## config.mk

```make
export PLATFORM = sky130hd
export DESIGN_NAME = uart_tx_port
export DESIGN_NICKNAME = d
export VERILOG_FILES = /design/src/hw/memmap_pkg.sv /design/src/hw/uart_tx_port.sv
export VERILOG_INCLUDE_DIRS = /design/src /design/src/include
export SDC_FILE = /design/constraint.sdc
export NUM_CORES = 1
export LEC_CHECK = 0
export BUFFER_PORTS_ARGS = -buffer_cell sky130_fd_sc_hd__buf_2
export CAP_MARGIN = 20
export CELL_PAD_IN_SITES_DETAIL_PLACEMENT = 1
export CELL_PAD_IN_SITES_GLOBAL_PLACEMENT = 1
export CORE_AREA = 2 2 75 77
export CTS_BUF_LIST = sky130_fd_sc_hd__clkbuf_8
export CTS_CLUSTER_DIAMETER = 40
export DETAILED_ROUTE_END_ITERATION = 12
export DIE_AREA = 0 0 77 79
export PLACE_DENSITY = 0.75
export SETUP_SLACK_MARGIN = 0.2
export SLEW_MARGIN = 20
export SYNTH_ARGS = -nofsm -noshare
export SYNTH_HDL_FRONTEND = slang
export SYNTH_SLANG_ARGS = --single-unit
```

## constraint.sdc

```tcl
create_clock -name clk -period 5.3 [get_ports clk]
set_input_delay 0.53 -clock clk [delete_from_list [all_inputs] [get_ports clk]]
set_output_delay 0.53 -clock clk [all_outputs]
set_load 0.1 [all_outputs]
```

## src/include/memmap_config.svh

```systemverilog
`ifndef MEMMAP_CONFIG_SVH
`define MEMMAP_CONFIG_SVH

// Bus widths.
`define MM_ADDR_W 32
`define MM_DATA_W 32

// UART transmitter window.
`define UART_TX_BASE 32'hF000_0000
`define UART_TX_END  32'hF000_000F

// UART receiver window.
`define UART_RX_BASE 32'hF000_0010
`define UART_RX_END  32'hF000_001F

// Everything outside the UART windows lands in RAM, wrapping at this depth.
`define RAM_WORDS 1024

// Clocks per serial bit.
`define UART_CLKS_PER_BIT 8

// Receive queue entries.
`define RX_QUEUE_DEPTH 4

`endif

```

## src/hw/memmap_pkg.sv

```systemverilog
`include "memmap_config.svh"

package memmap_pkg;

    typedef logic [`MM_ADDR_W-1:0] addr_t;
    typedef logic [`MM_DATA_W-1:0] data_t;
    typedef logic [7:0]            uart_byte_t;

    // Command from the requester, or from the controller to one target.
    typedef struct packed {
        logic  start;
        logic  write;
        addr_t addr;
        data_t wdata;
    } mm_req_t;

    // Response back towards the requester.
    typedef struct packed {
        logic  ready;
        data_t rdata;
        logic  rdata_valid;
    } mm_rsp_t;

    typedef enum logic [1:0] {
        tgt_uart_tx,
        tgt_uart_rx,
        tgt_ram
    } target_e;

    // Frame position, used by both the transmitter and the receiver.
    typedef enum logic [1:0] {
        st_idle,
        st_start,
        st_data,
        st_stop
    } uart_state_e;

endpackage

```

## src/hw/uart_tx_port.sv

```systemverilog
`timescale 1ns/100ps
`include "memmap_config.svh"

module uart_tx_port
    import memmap_pkg::*;
(
    input  logic    clk,
    input  logic    rst_n,
    input  mm_req_t req,
    output mm_rsp_t rsp,
    output logic    uart_tx
);

    localparam int    CNT_W      = $clog2(`UART_CLKS_PER_BIT);
    localparam addr_t DATA_OFS   = addr_t'(0);
    localparam addr_t STATUS_OFS = addr_t'(4);

    uart_state_e      state;
    logic [CNT_W-1:0] clk_cnt;
    logic [2:0]       bit_idx;
    uart_byte_t       shift;
    logic             bit_end;
    logic             busy;
    logic             ready;
    logic             accept;
    logic             load;
    data_t            rdata_q;
    logic             rdata_valid_q;

    assign busy    = (state != st_idle);
    assign bit_end = (clk_cnt == CNT_W'(`UART_CLKS_PER_BIT - 1));

    // Writes wait while a frame is on the line; status reads always go through.
    assign ready  = !busy || !req.write;
    assign accept = req.start && ready;
    assign load   = accept && req.write && (req.addr == DATA_OFS);

    always_ff @(posedge clk or negedge rst_n) begin
        if (!rst_n) begin
            state   <= st_idle;
            clk_cnt <= '0;
            bit_idx <= '0;
        end else begin
            clk_cnt <= bit_end ? '0 : clk_cnt + 1'b1;
            case (state)
                st_idle: begin
                    clk_cnt <= '0;
                    if (load) begin
                        state <= st_start;
                    end
                end
                st_start: begin
                    if (bit_end) begin
                        state   <= st_data;
                        bit_idx <= '0;
                    end
                end
                st_data: begin
                    if (bit_end) begin
                        if (bit_idx == 3'd7) begin
                            state <= st_stop;
                        end else begin
                            bit_idx <= bit_idx + 1'b1;
                        end
                    end
                end
                st_stop: begin
                    if (bit_end) begin
                        state <= st_idle;
                    end
                end
                default: state <= st_idle;
            endcase
        end
    end

    // LSB goes out first.
    always_ff @(posedge clk) begin
        if (load) begin
            shift <= req.wdata[7:0];
        end else if (state == st_data && bit_end) begin
            shift <= shift >> 1;
        end
    end

    always_comb begin
        case (state)
            st_start: uart_tx = 1'b0;
            st_data:  uart_tx = shift[0];
            default:  uart_tx = 1'b1;   // Idle level and stop bit.
        endcase
    end

    always_ff @(posedge clk or negedge rst_n) begin
        if (!rst_n) begin
            rdata_valid_q <= 1'b0;
        end else begin
            rdata_valid_q <= accept && !req.write;
        end
    end

    always_ff @(posedge clk) begin
        if (accept && !req.write) begin
            rdata_q <= (req.addr == STATUS_OFS) ? data_t'(busy) : '0;
        end
    end

    assign rsp = mm_rsp_t'{ready: ready, rdata: rdata_q, rdata_valid: rdata_valid_q};

endmodule

```

Yosys cells after proc, flatten, opt, wreduce, memory -nomap -nowiden:

Cells that the tools add are included.

* $add $sub $neg: 2
* eq/ne operators: 12
* multiplexer cells: 15
* reductions and logical operators: 15

Operators by type and width (count)
* 32-bit by 3-bit equality test with 1-bit output, second input constant: 1
* 32-bit logical NOT: 1
* 8-bit 2-to-1 mux: 2
* 3-bit 2-to-1 mux: 5
* 2-bit inequality test, second input constant: 6
* 2-bit 2-to-1 mux: 5
* 2-bit case mux with 4 select lines: 1
* 3-bit by 1-bit adder with 3-bit output, second input constant: 2
* 3-bit equality test, second input constant: 2
* 3-bit case mux with 2 select lines: 1
* 2-bit nonzero test: 3
* 1-bit logical AND: 5
* 5-bit AND reduction: 1
* 2-bit equality test, second input constant: 2
* 4-bit AND reduction: 1
* 2-bit by 1-bit equality test with 1-bit output, second input constant: 1
* 1-bit logical NOT: 2
* 2-bit logical NOT: 1
* 1-bit case mux with 2 select lines: 1
* 1-bit logical OR: 1

* register bits after elaboration: 49
* input port bits: 68
* word-level logic and storage cells: 51

Longest topological paths before layout:

* word-level depth: 8
* gate-level depth with buffers: 7
* gate-level depth less buffers: 6

Worst setup path after synthesis:

OpenSTA, ideal clock, no wires.

* path type: reg-to-output
* start: register state[0]
* end: output port uart_tx
* arrival time: 2929 ps
* required time: 4770 ps
* setup slack: 1841 ps
* cell stages (with the launch flop): 5
* buffers on the path: 1
* cells stage by stage: dfrtp_1 -> inv_1 -> ha_1 -> clkbuf_1 -> o21ai_0

* cells in the longest elaborated chain, start to end: 2
* elaborated cells on any way between the ends: 3
* classes of those cells: 2 x eq/ne; 1 x mux

Ends and longest elaborated chain
* from (decl): line uart_tx_port.sv:18 `uart_state_e state;`
* from (signal assigned): line uart_tx_port.sv:40 `state <= st_idle;`
* from (signal assigned): line uart_tx_port.sv:49 `state <= st_start;`
* from (signal assigned): line uart_tx_port.sv:54 `state <= st_data;`
* 2-bit equality test or 2-bit by 1-bit equality test with 1-bit output (tied branches): line uart_tx_port.sv:87 `case (state)`
* 1-bit case mux with 2 select lines *: line uart_tx_port.sv:87
* to (decl): line uart_tx_port.sv:11 `output logic uart_tx`

Mark *: on every way between the ends. The rest lies on a longest branch, timed or not.

==> flow_metrics.env <==
export IMPL_outcome="completed"
export IMPL_drc=0
export IMPL_routed_wl_mm=2.39
export IMPL_avgSynthCellArea_um2=11.0
export IMPL_die_h_um=79
export IMPL_post_cts_buffers=0
export IMPL_worstRegToRegCells=5
export IMPL_holdBufCountCts=0
export IMPL_max_vdd_ir_drop_mv=0.105
export IMPL_syn_instance_count=116
export IMPL_start_util=0.240
export IMPL_worstPathRequired_ns=4.77
export IMPL_synth_edf_count=9
export IMPL_cts_buffers=3
export IMPL_r2r_start="state[1]$_DFFE_PN0P_"
export IMPL_synthArstFlopShare=0.500
export IMPL_ys_types=30
export IMPL_wire_per_inst_um=10.3
export IMPL_antenna_found_initial=0
export IMPL_path_cells="inv_1 > ha_1 > inv_1 > nand2_1 > buf_2"
export IMPL_drt_initial_drc_count=24
export IMPL_yosysWarnings=0
export IMPL_dieWidth_um=77
export IMPL_syn_area_um2=1280
export IMPL_final_antenna_net_count=0
export IMPL_fin_skew_ns=0.00316
export IMPL_rrSetupSlack_ns=3.08
export IMPL_p_leak_nw=0.772
export IMPL_ios=103
export IMPL_via_per_inst=3.98
export IMPL_dp_hpwl_mm=2.09
export IMPL_rsz0062_at_grt="no"
export IMPL_grt_start_max_net_pins=12
export IMPL_cpMaxStageDelayCell="dfrtp_1"
export IMPL_io_buffer_count=47
export IMPL_slew_violations=0
export IMPL_grt_usage=0.0787
export IMPL_hold_violations=0
export IMPL_cts_sinks=18
export IMPL_num_rows=27
export IMPL_tritoncts="done"
export IMPL_coreArea_um2=5340
export IMPL_area_growth_pct=16.8
export IMPL_end_kind="output port"
export IMPL_power_density_nw_per_um2=241
export IMPL_max_stage_delay_ns=0.42
export IMPL_ctsLongestPathBuffers=2
export IMPL_worst_setup_path_type="flip-flop to output port"
export IMPL_cts_clk_slew_worst_paths_ns=0.07
export IMPL_r2r_end="shift[3]$_DFFE_PP_"
export IMPL_worstPathMaxFanout=9
export IMPL_synth_seq_area_share=0.387
export IMPL_num_antenna_cells=0
export IMPL_min_path_type="input pin to async pin"
export IMPL_cp_arrival_ns=1.73
export IMPL_grt_pass1_wl_mm=3.81
export IMPL_drive_gt1_frac=0.391
export IMPL_h_tree_depth=1
export IMPL_startpoint_type="flip-flop"
export IMPL_max_cap_viol_count=0
export IMPL_place_congestion=0.727
export IMPL_synth_flop_cell="edfxtp_1"
export IMPL_clkLatencyLatePin_ns=0.25
export IMPL_post_cts_resized=0
export IMPL_fmax_mhz=442
export IMPL_setup_viol=0
export IMPL_fin_util=0.280
export IMPL_tns_ns=0
export IMPL_final_nets=238
export IMPL_via_count=927
export IMPL_ys_ff_latch=18
export IMPL_overflow=0
export IMPL_cts_root_buf="clkbuf_8"
export IMPL_finalCritPeriodShare=0.427
export IMPL_grt_pass1_vias=897
export IMPL_die_area_um2=6080
export IMPL_min_period_ns=2.26
export IMPL_worst_path_most_repeated_cell="inv_1"
export IMPL_drt_pass1_iter_count=2
per-layer routing:
layer	part of all wire	vias up	GRT usage
li1	-	439	-
met1	0.36	431	0.0835
met2	0.52	52	0.148
met3	0.098	5	0.0205
met4	0.013	0	0.0321
met5	0	-	0
cell usage after synthesis, types with 2 or more instances:
cell type	instances	area [µm²]
edfxtp_1	9	270
nor4_1	4	25.0
ha_1	8	100
nor3_1	2	10.0
nor2_1	2	7.51
mux2_2	2	22.5
o21ai_0	3	15.0
mux2_4	6	90.1
nand4_1	2	12.5
nor2b_1	4	25.0
buf_4	33	248
dfrtp_1	9	225
a22o_1	5	43.8
nor4_2	3	37.5
inv_1	4	15.0
nand2_1	6	22.5
power breakdown:
part | switching, mW | internal [mW] | total, mW
registers | 0.0000971 | 0.146 | 0.146
logic | 0.107 | 0.0131 | 0.120
clock network | 0.0431 | 0.0513 | 0.0944
worst max-delay path by stage:
stage | start | endpoint | slack [ns] | cells after the start
2_1_floorplan | state[0]$_DFFE_PN0P_ | uart_tx | 1.84 | 4
3_3_place_gp | req[45] | shift[5]$_DFFE_PP_ | 2.93 | 5
3_5_place_dp | req[33] | shift[4]$_DFFE_PP_ | 2.92 | 5
4_1_cts | state[1]$_DFFE_PN0P_ | rsp[33] | 2.99 | 5
5_1_grt | state[1]$_DFFE_PN0P_ | rsp[33] | 2.92 | 5
6_report | state[1]$_DFFE_PN0P_ | rsp[33] | 3.04 | 5
layout make-up:
type                            instances  area, µm²
Fill cell                             654       3840
Tap cell                               72       90.1
Clock buffer                            3       41.3
Inverter                                4       15.0
Multi-Input combinational cell         88        614
Clock inverter                          1       3.75
Sequential cell                        18        495
Timing Repair Buffer                   47        235
sequential cells by signal (all words and copies together), names as in the netlist:
register,count
bit_idx,3
clk_cnt,3
rdata_q,1
rdata_valid_q,1
shift,8
state,2
cells by family after synthesis:
group                    Yosys count  synth area share
adder cells (fa/ha/maj)            8            0.0782
other                              1           0.00293
AO/OA/AOI/OAI                     13            0.0772
AND/OR/NAND/NOR                   27             0.138
multiplexers                       9            0.0958
flip-flops                        18             0.387
buffers and inverters             40             0.221
worst max-delay path, delay by kind of cell (launching register included):
| family | cells | cell delay [ns] |
|---|---|---|
| and+or+nand+nor | 1 | 0.07 |
| DFF | 1 | 0.42 |
| buffers and inverters | 3 | 0.64 |
| adders and majority gates | 1 | 0.35 |
cells in the final DEF (no fill, tap or decap), drive strengths merged:
master,Yosys,routed
or3,1,1
o32ai,1,1
edfxtp,9,9
o211ai,1,1
nor2b,4,4
buf,35,47
conb,1,31
o21ai,3,3
a22o,5,5
nor4,7,7
nand2,6,6
a31oi,1,1
inv,4,5
o21ba,1,1
mux2,8,8
mux2i,1,1
nor3b,1,1
nor3,2,2
dfrtp,9,9
nand4b,1,1
nor4b,1,1
nand4,2,2
ha,8,8
clkbuf,1,3
nor2,2,2
o31ai,1,1
stage by stage:
| stage | setup slack, ns | area, µm² | total power [mW] | hold slack, ns | cells |
|---|---|---|---|---|---|
| 3_3_place_gp | 2.93 | 1450 | 0.269 | 0.394 | 229 |
| 2_1_floorplan | 1.84 | 1390 | 0.269 | 0.234 | 146 |
| 4_1_cts | 2.99 | 1500 | 0.364 | 0.125 | 233 |
| 6_report | 3.04 | 1500 | 0.361 | 0.120 | 233 |
| 3_5_place_dp | 2.92 | 1450 | 0.269 | 0.396 | 229 |
| 5_1_grt | 2.92 | 1500 | 0.373 | 0.135 | 233 |
(Power assumes the default switching activity.)
