### src/include/memmap_config.svh
`ifndef MEMMAP_CONFIG_SVH
`define MEMMAP_CONFIG_SVH

// Bus widths.
`define MM_ADDR_W 32
`define MM_DATA_W 32

// UART transmitter window.
`define UART_TX_BASE 32'hF000_0000
`define UART_TX_END  32'hF000_000F

// UART receiver window.
`define UART_RX_BASE 32'hF000_0010
`define UART_RX_END  32'hF000_001F

// Everything outside the UART windows lands in RAM, wrapping at this depth.
`define RAM_WORDS 1024

// Clocks per serial bit.
`define UART_CLKS_PER_BIT 8

// Receive queue entries.
`define RX_QUEUE_DEPTH 4

`endif

### src/hw/memmap_pkg.sv
`include "memmap_config.svh"

package memmap_pkg;

    typedef logic [`MM_ADDR_W-1:0] addr_t;
    typedef logic [`MM_DATA_W-1:0] data_t;
    typedef logic [7:0]            uart_byte_t;

    // Command from the requester, or from the controller to one target.
    typedef struct packed {
        logic  start;
        logic  write;
        addr_t addr;
        data_t wdata;
    } mm_req_t;

    // Response back towards the requester.
    typedef struct packed {
        logic  ready;
        data_t rdata;
        logic  rdata_valid;
    } mm_rsp_t;

    typedef enum logic [1:0] {
        tgt_uart_tx,
        tgt_uart_rx,
        tgt_ram
    } target_e;

    // Frame position, used by both the transmitter and the receiver.
    typedef enum logic [1:0] {
        st_idle,
        st_start,
        st_data,
        st_stop
    } uart_state_e;

endpackage

### src/hw/uart_rx_port.sv
`timescale 1ns/100ps
`include "memmap_config.svh"

module uart_rx_port
    import memmap_pkg::*;
(
    input  logic    clk,
    input  logic    rst_n,
    input  mm_req_t req,
    output mm_rsp_t rsp,
    input  logic    uart_rx
);

    localparam int    CNT_W     = $clog2(`UART_CLKS_PER_BIT);
    localparam int    PTR_W     = $clog2(`RX_QUEUE_DEPTH);
    localparam int    FILL_W    = $clog2(`RX_QUEUE_DEPTH + 1);
    localparam addr_t DATA_OFS  = addr_t'(0);
    localparam addr_t COUNT_OFS = addr_t'(4);

    logic [1:0]        rx_sync;
    logic              rx_line;
    logic              rx_prev;
    uart_state_e       state;
    logic [CNT_W-1:0]  clk_cnt;
    logic [2:0]        bit_idx;
    uart_byte_t        shift;
    logic              bit_end;
    logic              half_bit;
    uart_byte_t        queue [`RX_QUEUE_DEPTH];
    logic [PTR_W-1:0]  wr_ptr;
    logic [PTR_W-1:0]  rd_ptr;
    logic [FILL_W-1:0] count;
    logic              push;
    logic              pop;
    logic              rd_en;
    data_t             rdata_q;
    logic              rdata_valid_q;

    assign rx_line  = rx_sync[1];
    assign bit_end  = (clk_cnt == CNT_W'(`UART_CLKS_PER_BIT - 1));
    assign half_bit = (clk_cnt == CNT_W'(`UART_CLKS_PER_BIT / 2 - 1));

    // A byte with a bad stop bit or no room left is lost.
    assign push  = (state == st_stop) && bit_end && rx_line &&
                   (count != FILL_W'(`RX_QUEUE_DEPTH));
    assign rd_en = req.start && !req.write;
    assign pop   = rd_en && (req.addr == DATA_OFS) && (count != '0);

    always_ff @(posedge clk or negedge rst_n) begin
        if (!rst_n) begin
            rx_sync <= 2'b11;
            rx_prev <= 1'b1;
        end else begin
            rx_sync <= {rx_sync[0], uart_rx};
            rx_prev <= rx_line;
        end
    end

    always_ff @(posedge clk or negedge rst_n) begin
        if (!rst_n) begin
            state   <= st_idle;
            clk_cnt <= '0;
            bit_idx <= '0;
        end else begin
            clk_cnt <= bit_end ? '0 : clk_cnt + 1'b1;
            case (state)
                st_idle: begin
                    clk_cnt <= '0;
                    if (rx_prev && !rx_line) begin
                        state <= st_start;
                    end
                end
                st_start: begin
                    if (half_bit) begin   // Re-aligns the counter to mid-bit.
                        clk_cnt <= '0;
                        bit_idx <= '0;
                        state   <= rx_line ? st_idle : st_data;
                    end
                end
                st_data: begin
                    if (bit_end) begin
                        if (bit_idx == 3'd7) begin
                            state <= st_stop;
                        end else begin
                            bit_idx <= bit_idx + 1'b1;
                        end
                    end
                end
                st_stop: begin
                    if (bit_end) begin
                        state <= st_idle;
                    end
                end
                default: state <= st_idle;
            endcase
        end
    end

    always_ff @(posedge clk) begin
        if (state == st_data && bit_end) begin
            shift <= {rx_line, shift[7:1]};
        end
        if (push) begin
            queue[wr_ptr] <= shift;
        end
    end

    always_ff @(posedge clk or negedge rst_n) begin
        if (!rst_n) begin
            wr_ptr <= '0;
            rd_ptr <= '0;
            count  <= '0;
        end else begin
            if (push) begin
                wr_ptr <= (wr_ptr == PTR_W'(`RX_QUEUE_DEPTH - 1)) ? '0 : wr_ptr + 1'b1;
            end
            if (pop) begin
                rd_ptr <= (rd_ptr == PTR_W'(`RX_QUEUE_DEPTH - 1)) ? '0 : rd_ptr + 1'b1;
            end
            case ({push, pop})
                2'b10:   count <= count + 1'b1;
                2'b01:   count <= count - 1'b1;
                default: count <= count;
            endcase
        end
    end

    always_ff @(posedge clk or negedge rst_n) begin
        if (!rst_n) begin
            rdata_valid_q <= 1'b0;
        end else begin
            rdata_valid_q <= rd_en;
        end
    end

    // Bit 8 flags a real byte.
    always_ff @(posedge clk) begin
        if (rd_en) begin
            if (req.addr == DATA_OFS) begin
                rdata_q <= (count != '0) ? data_t'({1'b1, queue[rd_ptr]}) : '0;
            end else if (req.addr == COUNT_OFS) begin
                rdata_q <= data_t'(count);
            end else begin
                rdata_q <= '0;
            end
        end
    end

    assign rsp = mm_rsp_t'{ready: 1'b1, rdata: rdata_q, rdata_valid: rdata_valid_q};

endmodule

### config.mk
export PLATFORM = sky130hd
export DESIGN_NAME = uart_rx_port
export DESIGN_NICKNAME = d
export VERILOG_FILES = /design/src/hw/memmap_pkg.sv /design/src/hw/uart_rx_port.sv
export VERILOG_INCLUDE_DIRS = /design/src /design/src/include
export SDC_FILE = /design/constraint.sdc
export NUM_CORES = 1
export LEC_CHECK = 0
export ABC_AREA = 1
export BUFFER_PORTS_ARGS = -buffer_cell sky130_fd_sc_hd__buf_2
export CAP_MARGIN = 10
export CORE_MARGIN = 2
export CORE_UTILIZATION = 46
export CTS_CLUSTER_SIZE = 10
export DETAILED_ROUTE_END_ITERATION = 12
export HOLD_SLACK_MARGIN = 0.1
export PLACE_DENSITY = 0.76
export SLEW_MARGIN = 5
export SYNTH_ARGS = -nofsm -noshare
export SYNTH_HDL_FRONTEND = slang
export SYNTH_SLANG_ARGS = --single-unit
### constraint.sdc
create_clock -name clk -period 5 [get_ports clk]
set_input_delay 1 -clock clk [delete_from_list [all_inputs] [get_ports clk]]
set_output_delay 1 -clock clk [all_outputs]
set_load 0.03 [all_outputs]
# Word level (Yosys, flattened, before mapping)
# Memories as Yosys holds them, arrays and structs flattened.
# Cells that the tools add are included.
[op_classes] addsub=6 eq_ne=18 n_mux=22 n_reduce_logical=17
[ops] cell="equality test 32 x 3 -> 1 bit, second input constant" n=1
[ops] cell="zero test 32 bit" n=1
[ops] cell="2-to-1 mux 32 bit" n=1
[ops] cell="2-to-1 mux 3 bit" n=6
[ops] cell="case mux 3 bit (2 select lines)" n=3
[ops] cell="2-to-1 mux 2 bit" n=8
[ops] cell="!= test 2 bit, second input constant" n=6
[ops] cell="equality test 2 bit, second input constant" n=5
[ops] cell="adder 3 x 1 -> 3 bit, second input constant" n=3
[ops] cell="2-to-1 mux 9 bit" n=1
[ops] cell="logical AND 1 bit" n=8
[ops] cell="case mux 2 bit (4 select lines)" n=1
[ops] cell="equality test 3 bit, second input constant" n=2
[ops] cell="AND reduction 5 bit" n=1
[ops] cell="adder 2 x 1 -> 2 bit, second input constant" n=2
[ops] cell="equality test 2 x 1 -> 1 bit, second input constant" n=2
[ops] cell="AND reduction 4 bit" n=1
[ops] cell="nonzero test 2 bit" n=2
[ops] cell="equality test 3 x 2 -> 1 bit, second input constant" n=1
[ops] cell="!= test 3 bit, second input constant" n=1
[ops] cell="nonzero test 3 bit" n=1
[ops] cell="subtractor 3 x 1 -> 3 bit, second input constant" n=1
[ops] cell="zero test 1 bit" n=2
[ops] cell="zero test 2 bit" n=1
[ops] cell="2-to-1 mux 1 bit" n=2
[totals] reg_bits=59 ram_bits=32 inputBits=69 output_inout_bits=34 memories=1
[mem_list] name="queue" words=4 word_bits=8 rd=1 rd_ports_with_merged_regs=0 write_ports=1 line="uart_rx_port.sv:29" rtl="uart_byte_t queue [`RX_QUEUE_DEPTH];"

# Logic depth before layout (Yosys ltp)
[logic_depth] depth_word=6 depth_mapped=13 ltp_nobuf=13

# Worst setup path before layout
# Ideal clock, no wire load.
[synth_path] path_kind="input port to flip-flop" start="in req[65] (netlist name)" end="reg count[2]" setup_ns=0.124 arrival_ns=2.737 path_slack_ns=2.138 path_stages=10 n_path_buf=0 cell_sequence="inv_1 nor2_1 nand3_1 inv_1 ha_1 inv_1 fa_1 a21oi_1 o21ai_0 xnor2_1"
[synth_via] elab_chain_len=5 word_cells_on_any_way=7 cone_classes="eq/ne (2); mux (1); reduce/logical (4)"
[synth_lines] element="start: declaration" line="uart_rx_port.sv:9" rtl="input mm_req_t req,"
[synth_lines] element="logical AND 1 bit *" line="uart_rx_port.sv:46" rtl="assign rd_en = req.start && !req.write;"
[synth_lines] element="via rd_en" line="uart_rx_port.sv:35" rtl="logic rd_en;"
[synth_lines] element="logical AND 1 bit * (2 in series)" line="uart_rx_port.sv:47" rtl="assign pop = rd_en && (req.addr == DATA_OFS) && (count != '0);"
[synth_lines] element="via pop" line="uart_rx_port.sv:34" rtl="logic pop;"
[synth_lines] element="equality test 2 x 1 -> 1 bit or equality test 2 bit (tied branches)" line="uart_rx_port.sv:120" rtl="case ({push, pop})"
[synth_lines] element="case mux 3 bit (2 select lines) or nonzero test 2 bit (tied branches)"
[synth_lines] element="end signal: assignment" line="uart_rx_port.sv:121" rtl="2'b10: count <= count + 1'b1;"
[synth_lines] element="end signal: assignment" line="uart_rx_port.sv:122" rtl="2'b01: count <= count - 1'b1;"
[synth_lines] element="end signal: assignment" line="uart_rx_port.sv:123" rtl="default: count <= count;"
[synth_lines] element="end: declaration" line="uart_rx_port.sv:32" rtl="logic [FILL_W-1:0] count;"
# The timed path passes the listed nets; every way through them passes the cells marked *.
# A chain may end at the register's enable or synchronous reset.

# Worst setup path in the final report
[layout_path] start="in req[33] (netlist name)" end="reg count[2]"
[layout_via] elab_chain_len=5 word_cells_on_any_way=7 cone_classes="eq/ne (2); mux (1); reduce/logical (4)"
[layout_lines] element="zero test 32 bit *" line="uart_rx_port.sv:47"
[layout_lines] element="logical AND 1 bit * (2 in series)" line="uart_rx_port.sv:47"
[layout_lines] element="via pop" line="uart_rx_port.sv:34"
[layout_lines] element="equality test 2 x 1 -> 1 bit or equality test 2 bit (tied branches)" line="uart_rx_port.sv:120"
[layout_lines] element="case mux 3 bit (2 select lines) or nonzero test 2 bit (tied branches)"
# Marked as above.

==> results.json <==
{
  "cts-resized-gates": 0,
  "vias_per_cell": 4.846,
  "max-vdd-ir-drop_v": 0.0002784,
  "post-place-ws_ps": 2080,
  "synth_seq_area_share_pct": 62.06,
  "io_buffer_count": 46,
  "num_antenna_cells": 0,
  "grt-ovfl-total": 0,
  "p_per_area_mw_per_mm2": 407.8,
  "cts_inserted_buffers": 9,
  "worst_slew_pin_slew_ps": 782.3,
  "cts_tree": "done",
  "report.final.slew_viol_count": 0,
  "rsz0062_at_grt": "false",
  "wire_per_inst_um": 12.23,
  "cts_hold_buf": 0,
  "hpwl_um": 3648,
  "pin_count": 103,
  "synth_top_flop_cell": "edfxtp_1",
  "hp-class": "reg2reg",
  "area_growth_pct": 14.53,
  "clkPwrFrac_pct": 36.8,
  "p_int_uw": 1064,
  "maxSlewHeadroom_pct": 47.65,
  "postSynthCellCount": 286,
  "leakagePower_uw": 0.001545,
  "maxCapViolations": 0,
  "post-route-drc-count": 0,
  "drt_iter0_markers": 170,
  "fmax_mhz": 393.6,
  "grt_max_degree": 21,
  "drtAntennaViolNets": 0,
  "cts_buffer_depth": 2,
  "end_kind": "flip-flop",
  "power_frac_comb_pct": 16.9,
  "syn-cell-area_mm2": 0.003143,
  "cts-root-buf": "clkbuf_8",
  "required_ps": 5230,
  "min_period_over_period_pct": 50.82,
  "cts.clk_slew.worst_paths_ps": 70,
  "setup_viol": 0,
  "grt_util_all_layers_pct": 14.50,
  "finalHoldViolations": 0,
  "cts_setup_buffers": 0,
  "die_x_um": 86.66,
  "switchingPower_uw": 404.1,
  "power_uw": 1468,
  "grt_pass1_vias": 1833,
  "crit_type": "in2reg",
  "final_nets": 419,
  "synthArstFlopShare_pct": 27.94,
  "start_util_pct": 46.78,
  "core_region_area_mm2": 0.006719,
  "crit_fanout": 4,
  "wl_um": 5161,
  "fin_crit_ps": 2541,
  "grt_pass1_wl_um": 8190,
  "timing.final.ws_setup_ps": 2459,
  "vias": 2045,
  "insertion_delay_ps": 340,
  "switching_share_pct": 27.53,
  "status": "completed",
  "clock_skew_ps": 11.58,
  "power_frac_seq_pct": 46.3,
  "htreeDepth": 3,
  "syn_area_per_cell_um2": 10.99,
  "rows": 30,
  "synth_warnings": 0,
  "cts_sinks": 68,
  "start_kind": "input pin",
  "drive_gt1_share_pct": 24.85,
  "synth_seq_cells": 68,
  "antenna_found_initial": 0,
  "die_area_mm2": 0.007510,
  "arrival_ps": 2770,
  "drt_pass1_iterations": 4,
  "tns_ps": 0,
  "holdWs_ps": 356.3,
  "synth_edf_count": 49,
  "gp_congestion": 0.7692,
  "rrSetupSlack_ps": 2840,
  "die_y_um": 86.66,
  "yosysUniqueCellTypes": 29
}
-- power by group through the flow --
stage / registers, µW / logic, µW / clock network [µW]
6_report: 680 / 248 / 540
3_5_place_dp: 692 / 251 / 0
3_3_place_gp: 690 / 237 / 0
4_1_cts: 680 / 252 / 549
5_1_grt: 687 / 289 / 574
2_1_floorplan: 687 / 209 / 0
-- logic make-up (layout without fill, tap and decap cells) --
group	Yosys count	after routing	synth area share [%]
DFF	68	68	62.06
and+or+nand+nor	110	110	15.68
adders and majority gates	13	13	5.414
other	2	24	0.2389
buffers and inverters	55	89	9.793
AOI/OAI and AO/OA	36	36	6.250
xor gates and xnor gates	2	2	0.5574
-- sequential cells by signal (all words and copies together), names as in the netlist, named ones only --
name / flops
queue: 32
rdata_q: 9
clk_cnt: 3
rx_sync: 2
rx_prev: 1
rd_ptr: 2
state: 1
wr_ptr: 2
bit_idx: 3
shift: 8
rdata_valid_q: 1
count: 3
-- path summary, 6_finish.rpt --
check | end | from | depth (start not counted)
worst max register to register | count[2] | clk_cnt[0] | 9
worst min register to register | rx_sync[1] | rx_sync[0] | 0
worst min-delay path | rx_sync[1] | rx_sync[0] | 0
worst max-delay path | count[2] | req[33] | 12
min in group asynchronous | count[2] | rst_n | 1
max in group asynchronous | rx_prev | rst_n | 1
-- critical path, cell delays in order --
cell and delay (ps):
buf_2 90, nor2_1 160, nand4_1 130, nor2_2 190, nand3_1 160, inv_1 80
ha_1 130, inv_1 60, fa_1 370, a21oi_1 140, o21ai_0 110, xnor2_1 130
-- stage by stage --
| step | instance area, µm² | cells | util (%) |
|---|---|---|---|
| 5_1_grt | 3600 | 422 | 53.58 |
| 3_5_place_dp | 3353 | 406 | 49.91 |
| 4_1_cts | 3600 | 422 | 53.58 |
| 2_1_floorplan | 3226 | 308 | - |
| 3_3_place_gp | 3353 | 406 | 49.91 |
| 6_report | 3600 | 422 | 53.58 |
-- cells in the final DEF, fill, tap and decap left out, types with 2 or more instances in the layout --
master / n
a21oi_1: 8
buf_2: 46
bufinv_16: 3
clkbuf_8: 9
clkinvlp_4: 2
conb_1: 24
dfrtp_1: 16
dfstp_2: 3
edfxtp_1: 49
ha_1: 12
inv_1: 19
inv_2: 7
nand2_1: 30
nand2_2: 4
nand3_1: 10
nand4_1: 4
nor2_1: 52
nor2_2: 3
nor2_4: 2
nor3_1: 3
o21ai_0: 20
o21ai_2: 2
o22ai_1: 3
xnor2_1: 2
-- cell type report --
cell class              instances  area, µm²
clock inverters                 7      122.6
flip-flops and latches         68       1951
clock buffers                   9      123.9
well taps                      80      100.1
inverters                      26      97.59
multi-input cells             185      967.2
fillers                       543       3119
repair buffers                 47      237.7
-- synthesized netlist by cell type, types with 4 or more instances --
cell type  count  share of area, %
inv_2          7              0.84
a21oi_1        8               1.3
nor2_1        52               6.2
nand4_1        4              0.80
nand2_2        4              0.80
nand3_1       10               1.6
inv_1         19               2.3
dfrtp_1       16                13
o21ai_0       20               3.2
buf_4         26               6.2
edfxtp_1      49                47
nand2_1       30               3.6
ha_1          12               4.8
-- metal layers --
layer	wire, µm	vias to the layer above	track usage [%]
met3	267	6	5.143
met1	2267	962	16.67
met2	2549	69	24.62
li1	-	1008	-
met4	76	0	5.966
met5	0	-	0
Power figures use the tool's default switching activity.
